`src/hw/kinpira_settings.svh`:
```
`ifndef KINPIRA_SETTINGS_SVH
`define KINPIRA_SETTINGS_SVH

// Datapath widths
`define KP_DWIDTH   16
`define KP_IMGSIZE  12
`define KP_NETSIZE  12
`define KP_LWIDTH   10
`define KP_ACC_W    48

// Quantization shift applied to the accumulator
`define KP_FRAC     8

// Register map
`define KP_REG_AW          5
`define KP_REG_WHICH       5'd0
`define KP_REG_REQ         5'd1
`define KP_REG_IN_OFFSET   5'd2
`define KP_REG_OUT_OFFSET  5'd3
`define KP_REG_NET_OFFSET  5'd4
`define KP_REG_TOTAL_OUT   5'd5
`define KP_REG_TOTAL_IN    5'd6
`define KP_REG_ACK         5'd30
`define KP_REG_WHICH_Q     5'd31

`endif

```
`src/hw/kinpira_pkg.sv`:
```
`default_nettype none

`include "kinpira_settings.svh"

package kinpira_pkg;

  typedef logic signed [`KP_DWIDTH-1:0] data_t;
  typedef logic [`KP_IMGSIZE-1:0]       img_addr_t;
  typedef logic [`KP_NETSIZE-1:0]       net_addr_t;
  typedef logic [`KP_LWIDTH-1:0]        len_t;
  typedef logic signed [`KP_ACC_W-1:0]  acc_t;
  typedef logic [`KP_REG_AW-1:0]        reg_addr_t;

  // Any other owner value leaves the memories idle
  typedef enum logic [1:0] {
    GOBOU  = 2'd1,
    NINJIN = 2'd2
  } owner_e;

  typedef enum logic [2:0] {
    IDLE, RUN, DRAIN, WRITE, NEXT, DONE
  } fc_state_e;

endpackage

`default_nettype wire

```
`src/hw/fc_mac.sv`:
```
`timescale 1ns/1ps
`default_nettype none

`include "kinpira_settings.svh"

module fc_mac (
    input  logic               clk
  , input  logic               xrst
  , input  logic               clear
  , input  logic               en
  , input  kinpira_pkg::data_t pixel
  , input  kinpira_pkg::data_t weight
  , output kinpira_pkg::data_t result
);

  kinpira_pkg::acc_t acc;
  kinpira_pkg::acc_t product;

  // Sign-extend both operands to the accumulator width before the multiply
  assign product = kinpira_pkg::acc_t'(pixel) * kinpira_pkg::acc_t'(weight);

  always_ff @(posedge clk) begin
    if (!xrst) begin
      acc <= '0;
    end else if (clear) begin
      acc <= '0;
    end else if (en) begin
      acc <= acc + product;
    end
  end

  // Plain truncation that wraps on overflow
  assign result = acc[`KP_FRAC+`KP_DWIDTH-1:`KP_FRAC];

endmodule

`default_nettype wire

```
`config.mk`:
```
export PLATFORM = sky130hd
export DESIGN_NAME = fc_mac
export DESIGN_NICKNAME = d
export VERILOG_FILES = /design/src/hw/kinpira_pkg.sv /design/src/hw/fc_mac.sv
export VERILOG_INCLUDE_DIRS = /design/src /design/src/hw
export SDC_FILE = /design/constraint.sdc
export NUM_CORES = 1
export LEC_CHECK = 0
export BUFFER_PORTS_ARGS = -buffer_cell sky130_fd_sc_hd__buf_2
export CAP_MARGIN = 20
export CORE_MARGIN = 1
export CORE_UTILIZATION = 57
export CTS_CLUSTER_DIAMETER = 120
export CTS_CLUSTER_SIZE = 25
export DETAILED_ROUTE_END_ITERATION = 10
export PLACE_DENSITY = 0.86
export SLEW_MARGIN = 15
export SYNTH_ARGS = -nofsm -noshare
export SYNTH_HDL_FRONTEND = slang
export SYNTH_SLANG_ARGS = --single-unit
```
`constraint.sdc`:
```
create_clock -name clk -period 13.45 [get_ports clk]
set_input_delay 1.345 -clock clk [delete_from_list [all_inputs] [get_ports clk]]
set_output_delay 1.345 -clock clk [all_outputs]
set_load 0.05 [all_outputs]
```
---- Yosys cells after proc, flatten, opt, wreduce, memory -nomap -nowiden ----
Index checks and enable logic that the tools add are counted.
operators by class
  add/sub/neg operators ................... 1
  multipliers ............................. 1
  divide/modulo/power cells ............... 0
  $lt $le $gt $ge ......................... 0
  equality and inequality tests ........... 0
  shift-type cells ........................ 0
  multiplexer cells ....................... 0
  bitwise operators ....................... 1
  reductions and logical operators ........ 1
operators with widths
  kind                          number
  adder 48 x 32 -> 48 bit       1
  multiplier 16 x 16 -> 32 bit  1
  OR reduction 2 bit            1
  NOT 1 bit                     1
storage, ports and cells
  register bits after elaboration ......... 48
  bits in latches ......................... 0
  memory bits (writable) .................. 0
  memory bits (read-only) ................. 0
  word-level logic and storage cells ...... 5
  memories kept ........................... 0

---- Logic depth before layout (Yosys ltp) ----
  word-level depth ........................ 2
  mapped depth ............................ 23
  mapped depth without buffers ............ 21

---- Worst setup path after synthesis ----
No wires, ideal clock.
  kind .................................... input to register
  from .................................... in weight[7]
  to ...................................... reg acc[21]
  data arrival time ....................... 6.775 ns
  required time ........................... 13.332 ns
  setup slack ............................. 6.557 ns
  stages .................................. 23
  path buffers ............................ 2
  cells stage by stage .................... buf_2 -> clkbuf_1 -> nand2_1 -> fa_1 -> inv_1 -> fa_1 -> inv_1 -> fa_1 -> inv_1 -> fa_1 -> fa_1 -> inv_1 -> fa_1 -> inv_1 -> ha_1 -> a21oi_1 -> and3_1 -> nand3_1 -> a221oi_2 -> o21ai_1 -> a31oi_1 -> xor2_1 -> o21ai_1
between the ends
  longest elaborated chain between the ends .. 2
RTL lines
  item                          line          source
  start: declaration            fc_mac.sv:12  , input kinpira_pkg::data_t weight
  multiplier 16 x 16 -> 32 bit  fc_mac.sv:20  assign product = kinpira_pkg::acc_t'(pixel) * kinpira_pkg::acc_t'(weight);
  adder 48 x 32 -> 48 bit       fc_mac.sv:28  acc <= acc + product;
  end signal: assignment        fc_mac.sv:28
  end: declaration              fc_mac.sv:16  kinpira_pkg::acc_t acc;
Every way passes these cells.
A chain may end at the register's enable or synchronous reset.

---- Final worst setup path ----
Ends and elaborated chain as after synthesis.

==> impl_results.md <==
* Setup TNS at 0 ps
* Core area at 0.0161 mm^2
* F_max at 0.145 GHz
* Setup violations, final at 0
* Cell family with most CP delay: adder cells
* Post-Synthesis Cells at 1084
* Final hold vios at 0
* Largest regs: acc x24
* Most Frequent Cell on Critical Path: fa_1
* Starting density of the core at 0.592
* Mapped Nets at 1410
* CP Class: input port to flop
* Largest area contributor in the netlist: fa_1
* Fin crit period at 6920 ps
* CTS tree: built
* Max incr delay on CP at 540 ps
* Commonest cells post-synth: inv_1, fa_1, and2_1, nand2_1, ha_1
* CTS Buf Count at 3
* Die Footprint at 0.0172 mm^2
* Worst Hold Class: flop to flop
* TritonRoute pass-1 iters at 5
* Slew HR at 0.298
* Synth top area cells: fa_1, inv_1, ha_1
* Least-Margin Pin Slew at 1050 ps
* Drt wl/cell at 16.6 um
* Post-Syn Area at 0.00950 mm^2
* Worst EP arrival at 7070 ps
* Synthesis warning total at 0
* Initial antenna violation count at 0
* Die height at 131 um
* Worst EP required at 13600 ps
* Status: finished, final reports clean
* Gr ovfl total at 0
* WL final at 21.6 mm
* CP bufs+invs at 6
* IO Pins at 52
* Worst Path Max Fanout at 17
* Setup skew after layout at 3.69 ps
* Placed instance area at 0.00976 mm^2
* Fin area at 0.00987 mm^2
* Setup repair after global routing missed its margin: no
* CTS Sinks at 24
* Synth Register Bits at 24
* IO Port Bufs at 51
* Post-CTS setup buffers at 0
* CTS Root Buffer Type: clkbuf_16
* Startpoint types: input port
* Clk_lat worst skew at 270 ps
* Layout cells sized above 1 at 0.0553
* Hpwl dp at 17.7 mm
* H-tree levels at 1
* Vias after detailed routing at 6895
* Vias per cell at 5.30
* Register area share after synthesis at 0.0506
* Core Rows at 46
* Mean Syn Cell Area at 8.77 um^2
* Post-synth ARST share at 0
* ANT cells at 0
* Critical Path, Cell by Cell: buf_2 > nand2_1 > fa_1 > inv_1 > fa_1 > inv_1 > fa_1 > inv_1 > fa_1 > fa_1 > inv_1 > fa_1 > inv_1 > ha_1 > a21oi_1 > and3_1 > nand3_1 > a221oi_2 > o21ai_1 > a31oi_1 > xor2_1 > o21ai_1
* Count leader, synth: inv_1
* First-pass GRT wire length at 37.5 mm
* GPL Wtd Cong at 0.923
* Detailed router's first-iteration violation count at 501
* Crit-path slowest cell: fa_1
* Fin crit share at 0.514
* Cts-stage hold buffer count at 0
* Largest register FFs at 24
* GR Util All Layers at 0.277
* Layout area overhead at 3.80%
* Clk slew on worst S/H paths at 70 ps
* Die X at 131 um
* Post_cts resized at 0
* Number of global-route vias before repair at 7720
* Crit end category: flop
* Max Root-Sink Buffers at 2
* Antenna-violating nets left at 0
* Unique cell type count in the Yosys netlist at 43
* Slew Limit Fails at 0
* Largest reg by FF count: acc
* Number of synthesized flops with an enable pin at 0
* Residual DRC at 0
* Largest net degree at the start of global routing at 26
* Yosys top cell area share at 0.440
* Max Cap Viol at 0
* Synth Flop Type: dfxtp_1
* Final nets at 1412
==> cells by family (layout without fill, tap and decap cells) <==
group                      count (synthesis)  after routing  synth area share
buffers and inverters                    370            371             0.153
DFF                                       24             24            0.0506
and+or+nand+nor                          289            289             0.154
xor gates and xnor gates                  40             40            0.0383
muxes                                     14             14            0.0147
AOI/OAI and AO/OA                         57             57            0.0429
adders and majority gates                290            290             0.547
==> layout make-up <==
| type | count | area [um^2] |
|---|---|---|
| clock buffers | 3 | 75.1 |
| clock inverters | 1 | 30.0 |
| fillers | 1282 | 6190 |
| inverters | 316 | 1190 |
| multi-input cells | 690 | 7570 |
| flip-flops and latches | 24 | 480 |
| well taps | 216 | 270 |
| repair buffers | 51 | 255 |
==> placed cells by master, fill, tap and decap left out, types with 6 or more instances in the layout <==
| master | netlist | routed |
|---|---|---|
| a21o_1 | 10 | 10 |
| a21oi_1 | 13 | 13 |
| and2_1 | 128 | 128 |
| buf_2 | 2 | 51 |
| dfxtp_1 | 24 | 24 |
| fa_1 | 209 | 209 |
| ha_1 | 81 | 81 |
| inv_1 | 316 | 316 |
| mux2i_1 | 14 | 14 |
| nand2_1 | 106 | 106 |
| nor2_1 | 31 | 31 |
| o21ai_0 | 6 | 6 |
| xnor2_1 | 28 | 28 |
| xor2_1 | 11 | 11 |
==> final timing paths <==
kind                                 from       to  slack (ps)  cells past startpoint
worst max-delay path            weight[7]  acc[21]        6530                     22
worst min-delay path               acc[4]   acc[4]         490                      2
worst max register to register    acc[15]  acc[20]        8360                     18
worst min register to register     acc[4]   acc[4]         490                      2
==> worst register-to-register path, cell delays in order, from the launching register on <==
cell	delay, ps
dfxtp_1	380
inv_1	120
fa_1	550
inv_1	70
fa_1	480
fa_1	520
fa_1	530
inv_1	60
fa_1	530
inv_1	40
ha_1	380
a21o_1	190
a21o_1	170
a21o_1	180
a21oi_1	140
o21ai_0	150
a21oi_1	200
xor2_1	200
o21ai_0	90
==> metal layers <==
layer	track usage	routed length [um]	vias up
met4	0.101	861	0
li1	-	-	3094
met1	0.361	8490	3438
met3	0.0509	1760	61
met5	0	0	-
met2	0.462	10500	302
==> per-stage QoR <==
stage          cells   util  worst slack, ps  hold WS (ps)
6_report        1301  0.614             6530           491
5_1_grt         1301  0.614             6220           527
4_1_cts         1301  0.614             6570           497
3_5_place_dp    1297  0.608             6340           488
3_3_place_gp    1297  0.608             6400           475
2_1_floorplan   1084      -             6560           446
Power is not shown: default switching activity piles up to over one toggle a cycle in this logic, so the estimate is an artifact.
