`src/hw/kinpira_settings.svh`:
```
`ifndef KINPIRA_SETTINGS_SVH
`define KINPIRA_SETTINGS_SVH

// Datapath widths
`define KP_DWIDTH   16
`define KP_IMGSIZE  12
`define KP_NETSIZE  12
`define KP_LWIDTH   10
`define KP_ACC_W    48

// Quantization shift applied to the accumulator
`define KP_FRAC     8

// Register map
`define KP_REG_AW          5
`define KP_REG_WHICH       5'd0
`define KP_REG_REQ         5'd1
`define KP_REG_IN_OFFSET   5'd2
`define KP_REG_OUT_OFFSET  5'd3
`define KP_REG_NET_OFFSET  5'd4
`define KP_REG_TOTAL_OUT   5'd5
`define KP_REG_TOTAL_IN    5'd6
`define KP_REG_ACK         5'd30
`define KP_REG_WHICH_Q     5'd31

`endif

```
`src/hw/kinpira_pkg.sv`:
```
`default_nettype none

`include "kinpira_settings.svh"

package kinpira_pkg;

  typedef logic signed [`KP_DWIDTH-1:0] data_t;
  typedef logic [`KP_IMGSIZE-1:0]       img_addr_t;
  typedef logic [`KP_NETSIZE-1:0]       net_addr_t;
  typedef logic [`KP_LWIDTH-1:0]        len_t;
  typedef logic signed [`KP_ACC_W-1:0]  acc_t;
  typedef logic [`KP_REG_AW-1:0]        reg_addr_t;

  // Any other owner value leaves the memories idle
  typedef enum logic [1:0] {
    GOBOU  = 2'd1,
    NINJIN = 2'd2
  } owner_e;

  typedef enum logic [2:0] {
    IDLE, RUN, DRAIN, WRITE, NEXT, DONE
  } fc_state_e;

endpackage

`default_nettype wire

```
`src/hw/kinpira_ctrl.sv`:
```
`timescale 1ns/1ps
`default_nettype none

`include "kinpira_settings.svh"

module kinpira_ctrl (
    input  logic                   clk
  , input  logic                   xrst
  , input  logic                   reg_we
  , input  kinpira_pkg::reg_addr_t reg_addr
  , input  logic [31:0]            reg_wdata
  , output logic [31:0]            reg_rdata
  , input  logic                   img_we
  , input  kinpira_pkg::img_addr_t img_addr
  , input  kinpira_pkg::data_t     img_wdata
  , input  logic                   net_we
  , input  kinpira_pkg::net_addr_t net_addr
  , input  kinpira_pkg::data_t     net_wdata
  , output logic                   mem_img_we
  , output kinpira_pkg::img_addr_t mem_img_addr
  , output kinpira_pkg::data_t     mem_img_wdata
  , output logic                   mem_net_we
  , output kinpira_pkg::net_addr_t mem_net_addr
  , output kinpira_pkg::data_t     mem_net_wdata
  , output logic                   mac_clear
  , output logic                   mac_en
  , input  kinpira_pkg::data_t     mac_result
);

  logic [1:0]             which;
  logic [1:0]             which_q;
  logic                   req;
  kinpira_pkg::img_addr_t in_offset;
  kinpira_pkg::img_addr_t out_offset;
  kinpira_pkg::net_addr_t net_offset;
  kinpira_pkg::len_t      total_out;
  kinpira_pkg::len_t      total_in;

  kinpira_pkg::fc_state_e state;
  kinpira_pkg::len_t      in_cnt;
  kinpira_pkg::len_t      out_cnt;
  kinpira_pkg::net_addr_t w_ptr;

  logic                   host_own;
  logic                   core_own;
  logic                   ack;
  logic                   seq_img_we;
  kinpira_pkg::img_addr_t seq_img_addr;

  assign host_own = which == kinpira_pkg::NINJIN;
  assign core_own = which == kinpira_pkg::GOBOU;

  // Register bank
  always_ff @(posedge clk) begin
    if (!xrst) begin
      which      <= '0;
      which_q    <= '0;
      req        <= 1'b0;
      in_offset  <= '0;
      out_offset <= '0;
      net_offset <= '0;
      total_out  <= '0;
      total_in   <= '0;
    end else begin
      which_q <= which;
      if (reg_we) begin
        case (reg_addr)
          `KP_REG_WHICH:      which      <= reg_wdata[1:0];
          `KP_REG_REQ:        req        <= reg_wdata[0];
          `KP_REG_IN_OFFSET:  in_offset  <= reg_wdata[`KP_IMGSIZE-1:0];
          `KP_REG_OUT_OFFSET: out_offset <= reg_wdata[`KP_IMGSIZE-1:0];
          `KP_REG_NET_OFFSET: net_offset <= reg_wdata[`KP_NETSIZE-1:0];
          `KP_REG_TOTAL_OUT:  total_out  <= reg_wdata[`KP_LWIDTH-1:0];
          `KP_REG_TOTAL_IN:   total_in   <= reg_wdata[`KP_LWIDTH-1:0];
          default: ;
        endcase
      end
    end
  end

  always_comb begin
    case (reg_addr)
      `KP_REG_WHICH:      reg_rdata = 32'(which);
      `KP_REG_REQ:        reg_rdata = 32'(req);
      `KP_REG_IN_OFFSET:  reg_rdata = 32'(in_offset);
      `KP_REG_OUT_OFFSET: reg_rdata = 32'(out_offset);
      `KP_REG_NET_OFFSET: reg_rdata = 32'(net_offset);
      `KP_REG_TOTAL_OUT:  reg_rdata = 32'(total_out);
      `KP_REG_TOTAL_IN:   reg_rdata = 32'(total_in);
      `KP_REG_ACK:        reg_rdata = 32'(ack);
      `KP_REG_WHICH_Q:    reg_rdata = 32'(which_q);
      default:            reg_rdata = '0;
    endcase
  end

  // Host always sees ack high while it owns the memories
  always_comb begin
    if (host_own) begin
      ack = 1'b1;
    end else if (core_own) begin
      ack = state == kinpira_pkg::DONE;
    end else begin
      ack = 1'b0;
    end
  end

  // Layer sequencer
  always_ff @(posedge clk) begin
    if (!xrst) begin
      state     <= kinpira_pkg::IDLE;
      in_cnt    <= '0;
      out_cnt   <= '0;
      w_ptr     <= '0;
      mac_clear <= 1'b0;
      mac_en    <= 1'b0;
    end else begin
      mac_clear <= 1'b0;
      // Read data lands one cycle after the address
      mac_en    <= state == kinpira_pkg::RUN;
      case (state)
        kinpira_pkg::IDLE: begin
          if (req && core_own) begin
            in_cnt  <= '0;
            out_cnt <= '0;
            w_ptr   <= net_offset;
            if (total_in == '0 || total_out == '0) begin
              state <= kinpira_pkg::DONE;
            end else begin
              state     <= kinpira_pkg::RUN;
              mac_clear <= 1'b1;
            end
          end
        end
        kinpira_pkg::RUN: begin
          in_cnt <= in_cnt + 1'b1;
          // Weights for consecutive outputs are contiguous
          w_ptr  <= w_ptr + 1'b1;
          if (in_cnt == total_in - 1'b1) begin
            state <= kinpira_pkg::DRAIN;
          end
        end
        kinpira_pkg::DRAIN: begin
          state <= kinpira_pkg::WRITE;
        end
        kinpira_pkg::WRITE: begin
          state     <= kinpira_pkg::NEXT;
          mac_clear <= 1'b1;
        end
        kinpira_pkg::NEXT: begin
          in_cnt <= '0;
          if (out_cnt == total_out - 1'b1) begin
            state <= kinpira_pkg::DONE;
          end else begin
            out_cnt <= out_cnt + 1'b1;
            state   <= kinpira_pkg::RUN;
          end
        end
        kinpira_pkg::DONE: begin
          if (!req) begin
            state <= kinpira_pkg::IDLE;
          end
        end
        default: begin
          state <= kinpira_pkg::IDLE;
        end
      endcase
    end
  end

  assign seq_img_we   = state == kinpira_pkg::WRITE;
  assign seq_img_addr = seq_img_we ? out_offset + kinpira_pkg::img_addr_t'(out_cnt)
                                   : in_offset + kinpira_pkg::img_addr_t'(in_cnt);

  // No memory writes at all without a valid owner
  assign mem_img_we    = host_own ? img_we : (core_own & seq_img_we);
  assign mem_img_addr  = core_own ? seq_img_addr : img_addr;
  assign mem_img_wdata = core_own ? mac_result : img_wdata;

  // Core only reads weights
  assign mem_net_we    = host_own & net_we;
  assign mem_net_addr  = core_own ? w_ptr : net_addr;
  assign mem_net_wdata = net_wdata;

endmodule

`default_nettype wire

```
`config.mk`:
```
export PLATFORM = sky130hd
export DESIGN_NAME = kinpira_ctrl
export DESIGN_NICKNAME = d
export VERILOG_FILES = /design/src/hw/kinpira_pkg.sv /design/src/hw/kinpira_ctrl.sv
export VERILOG_INCLUDE_DIRS = /design/src /design/src/hw
export SDC_FILE = /design/constraint.sdc
export NUM_CORES = 1
export LEC_CHECK = 0
export ABC_AREA = 1
export BUFFER_PORTS_ARGS = -buffer_cell sky130_fd_sc_hd__buf_2
export CAP_MARGIN = 20
export CORE_ASPECT_RATIO = 1.1
export CORE_MARGIN = 1.5
export CORE_UTILIZATION = 53
export CTS_CLUSTER_DIAMETER = 100
export DETAILED_ROUTE_END_ITERATION = 16
export PLACE_DENSITY = 0.87
export SYNTH_ARGS = -nofsm -noshare
export SYNTH_HDL_FRONTEND = slang
export SYNTH_SLANG_ARGS = --single-unit
```
`constraint.sdc`:
```
create_clock -name clk -period 3.7 [get_ports clk]
set_clock_uncertainty 0.2 [all_clocks]
set_input_delay 1.11 -clock clk [delete_from_list [all_inputs] [get_ports clk]]
set_output_delay 1.11 -clock clk [all_outputs]
set_load 0.01 [all_outputs]
```
== Word-level counts from Yosys, hierarchy flattened ==
Index checks and enable logic that the tools add are counted.
Word-level totals
  input bits: 114
  logic and storage cells: 87
  flip-flop bits (word level): 98
  output and inout bits: 92
Operators by class
  multiplexer cells: 23
  reduce and logical (&&, ||, !) cells: 20
  bitwise gates (word level): 2
  add/sub/neg operators: 7
  equality and inequality tests: 21
Operators by type and width (number)
  $pmux 12 s9: 1
  $mux 12: 4
  $pmux 10 s3: 1
  $add 12x10->12: 2
  $pmux 12 s2: 1
  $add 10x1->10 const B: 2
  $eq 10x10->1: 2
  $logic_not 10->1: 2
  $mux 10: 2
  $pmux 10 s2: 1
  $sub 10x1->10 const B: 2
  $pmux 3 s6: 1
  $reduce_and 2->1: 9
  $mux 16: 1
  $eq 5x3->1 const B: 3
  $mux 3: 5
  $add 12x1->12 const B: 1
  $eq 5x2->1 const B: 2
  $eq 5x5->1 const B: 2
  $eq 3x2->1 const B: 2
  $eq 3x3->1 const B: 2
  $ne 2x2->1 const B: 3
  $reduce_and 3->1: 2
  $eq 5x1->1 const B: 1
  other kinds (13): 19

== Longest topological paths before layout ==
  depth in word-level cells: 5
  depth in mapped cells: 15
  depth with buffers taken out: 15

== Worst setup path before layout ==
OpenSTA, ideal clock, no wires.
  path type: input-to-output
  start: input port reg_addr[4]
  end: output port reg_rdata[3]
  stages on the path: 6
  buffers on the path: 1
  arrival time: 2185 ps
  setup slack: 205 ps
  data required time: 2390 ps
  path through: nor2_1 -> nand2_1 -> nor2_1 -> clkbuf_1 -> inv_1 -> o221ai_1
Between the ends
  word-level cells in the longest chain between the ends: 2
  elaborated cells on any way between the ends: 10
RTL lines
  start, declared: RTL line kinpira_ctrl.sv:10  | , input kinpira_pkg::reg_addr_t reg_addr
  $eq 5x5->1 (tied with other cells): RTL line kinpira_ctrl.sv:82  | case (reg_addr)
  $pmux 12 s9 *: RTL line kinpira_ctrl.sv:82
  end, declared: RTL line kinpira_ctrl.sv:12  | , output logic [31:0] reg_rdata
Mark *: on every way between the ends. The rest lies on a longest branch, timed or not.

== Worst setup path in the final report ==
  start: input port reg_addr[0]
  end: output port reg_rdata[0]
The elaborated chain is that of the path after synthesis.

==> impl_metrics.yaml <==
synth:
  ys_ff_latch: 98
  yosysWarnings: 0
  synth-seq-area-share: 0.274
  synth_cell_type_count: 51
  async_reset_ff_frac: 0
  synth.area.top_cells: "dfxtp_1 (27%), nand2_1 (13%), o21ai_0 (6.9%)"
  netlist_area_um2: 7160
  yosys.area.top_type: "dfxtp_1"
  avgSynthCellArea_um2: 6.36
  synth_edf_count: 0
  post-synth-top-area-fraction: 0.274
  ys_dominant_reg_cell: "dfxtp_1"
  synthCells: 1126
  yosysMostFrequentCell: "nand2_1"
  yosys-top-cells-count: "nand2_1 (250), nor2_1 (128), inv_1 (112)"
cells_and_area:
  synthToLayoutAreaGrowth_pct: 16.3
  fillCellCount: 1243
  antenna_cells: 0
  layout.cells.non_filler: 1412
  drive_above_1_share: 0.195
  multiInputGateArea_um2: 4500
  stdcell_area_um2: 8330
  seq_area_um2: 1970
  nets: 1388
  fin_util: 0.630
setup_path:
  cp_data_required_time_ns: 2.39
  critPathLaunchType: "input pin"
  crit_path_end_kind: "primary output"
  r2r_slack_ns: 1.24
  crit_fanout: 11
  worstSetupPathType: "in2out"
  reg2reg_depth: 9
  r2r_start: "state[0]"
  endpoint: "reg_rdata[0]"
  cp.arrival_ns: 2.37
  crit_path_start: "reg_addr[0]"
  reg2reg_to: "in_cnt[7]"
floorplan:
  core_area_um2: 13200
  start_util: 0.542
  die-area_um2: 14200
  die_h_um: 125
  row_count: 44
  io_pins: 206
  die_w_um: 114
global_routing:
  antenna_found_initial: 0
  grt_max_degree: 49
  overflow: 0
  track_usage: 0.310
  grt_pass1_vias: 6968
  grt_first_pass_wirelength_mm: 34.8
timing:
  slew_headroom: 0.587
  min_period_ns: 3.68
  grt_setup_unrepaired: "true"
  clock.fmax_mhz: 271
  maxSlewViolCount: 0
  hold_viol: 0
  setup_slack_ns: 0.0152
  whs_ns: 0.253
  fin_crit_sh: 0.996
  worstMarginPinSlew_ns: 0.615
  finalSetupViolations: 0
run_status:
  status: "finished clean"
detailed_routing:
  wire_per_inst_um: 16.0
  routed_via_density: 5.61
  drc: 0
  ant_nets: 0
  drtIter0Drc: 673
  wirelength_mm: 22.6
  drtPass1Iterations: 5
  dr_total_vias: 7917
cts:
  cts-root-buf: "clkbuf_16"
  htreeDepth: 3
  clock-sinks: 98
  cts_buffers: 9
  tritoncts: "yes"
  clk_pin_slew_ns: 0.07
  clock_latency_ns: 0.35
  clockBufferDepth: 2
placed_design:
  place_hpwl_mm: 17.3
  post_dp_cell_area_um2: 7880
  port_buffers: 133
  dp_cells: 1393
  dp_slack_ns: -0.0180
  place.gp.congestion: 0.972
power:
  p_leak_uw: 0.00376
  ir_drop_v: 0.000195
  power_density_nw_per_um2: 335
run:
  maxCapViolations: 0
min_path:
  holdCritPathClass: "reg2reg"
[critical path, cell delays in order]
cell and delay [ns]:
buf_2 0.12, inv_1 0.08, nand2_1 0.11, nor2_1 0.08, buf_4 0.18, a221oi_1 0.33, o2111ai_1 0.19, buf_2 0.17
[power by group]
group          switching, uW  internal, uW
Combinational            462           213
Sequential              47.3          1100
Clock                    422           551
Total                    931          1860
[repair_timing]
action / 4_1_cts / 5_1_grt
resized for setup: 6 / 36
setup buffers: 0 / 3
endpoints found under the setup margin: 8 / 17
hold buffers: 0 / 0
pin swaps: 0 / 2
[logic make-up (layout without fill, tap and decap cells)]
kind of cell | count (synthesis) | count (layout) | synth area share
DFF | 98 | 98 | 0.274
AOI/OAI and AO/OA | 251 | 251 | 0.194
xor gates and xnor gates | 33 | 33 | 0.0414
and+or+nand+nor | 520 | 520 | 0.317
adders and majority gates | 28 | 28 | 0.0510
other | 1 | 20 | 0.000523
buffers and inverters | 195 | 301 | 0.122
[cell usage in the layout (no fill, tap or decap), drive strengths merged, types with 8 or more instances in the layout]
master | synthesis | final
clkbuf | 28 | 15
a221oi | 9 | 9
nor2 | 140 | 140
nand4 | 14 | 14
nor3 | 15 | 15
ha | 26 | 26
xnor2 | 11 | 11
a31oi | 10 | 10
inv | 122 | 124
o22ai | 8 | 8
xor2 | 22 | 22
nand2 | 256 | 256
o221ai | 9 | 9
a21oi | 98 | 98
buf | 41 | 159
o21ai | 102 | 102
conb | 1 | 20
nand3 | 80 | 80
dfxtp | 98 | 98
[layer usage]
metal  routed length (um)  part of all wire  GRT usage  vias up
li1                     -                 -          -     3918
met1                 9020              0.40      0.369     3588
met2                10700              0.47      0.522      329
met3                 1680             0.074     0.0606       82
met4                 1230             0.054      0.174        0
met5                    0                 0          0        -
[worst min-delay path by stage]
stage | endpoint | start | depth (start not counted) | slack (ns)
after CTS | which_q[0] | which[0] | 2 | 0.25
after global placement | which_q[0] | which[0] | 2 | 0.22
after floorplan | which_q[0] | which[0] | 2 | 0.22
final | which_q[0] | which[0] | 2 | 0.25
after global routing | which_q[0] | which[0] | 2 | 0.28
after detailed placement | which_q[0] | which[0] | 2 | 0.23
[metrics by stage]
stage | setup TNS (ns) | total power, uW
after floorplan | 0 | 1630
after global placement | -0.0509 | 1810
after detailed placement | -0.0426 | 1820
after CTS | 0 | 2780
after global routing | -0.138 | 2930
final | 0 | 2790
[registers in the layout (all words and copies together), names as in the netlist]
name        count
in_cnt         10
in_offset      12
mac_clear       1
mac_en          1
net_offset     12
out_cnt        10
out_offset     12
req             1
state           3
total_in       10
total_out      10
w_ptr          12
which           2
which_q         2
[final cells by class]
cell class,instances,share of cell area
timing repair buffer,160,0.105
sequential,98,0.237
clock inverter,2,0.00195
clock buffer,14,0.0353
multi-input combinational,852,0.540
tap,161,0.0242
inverter,125,0.0563
Note: power is estimated with default switching activity, not from simulation.
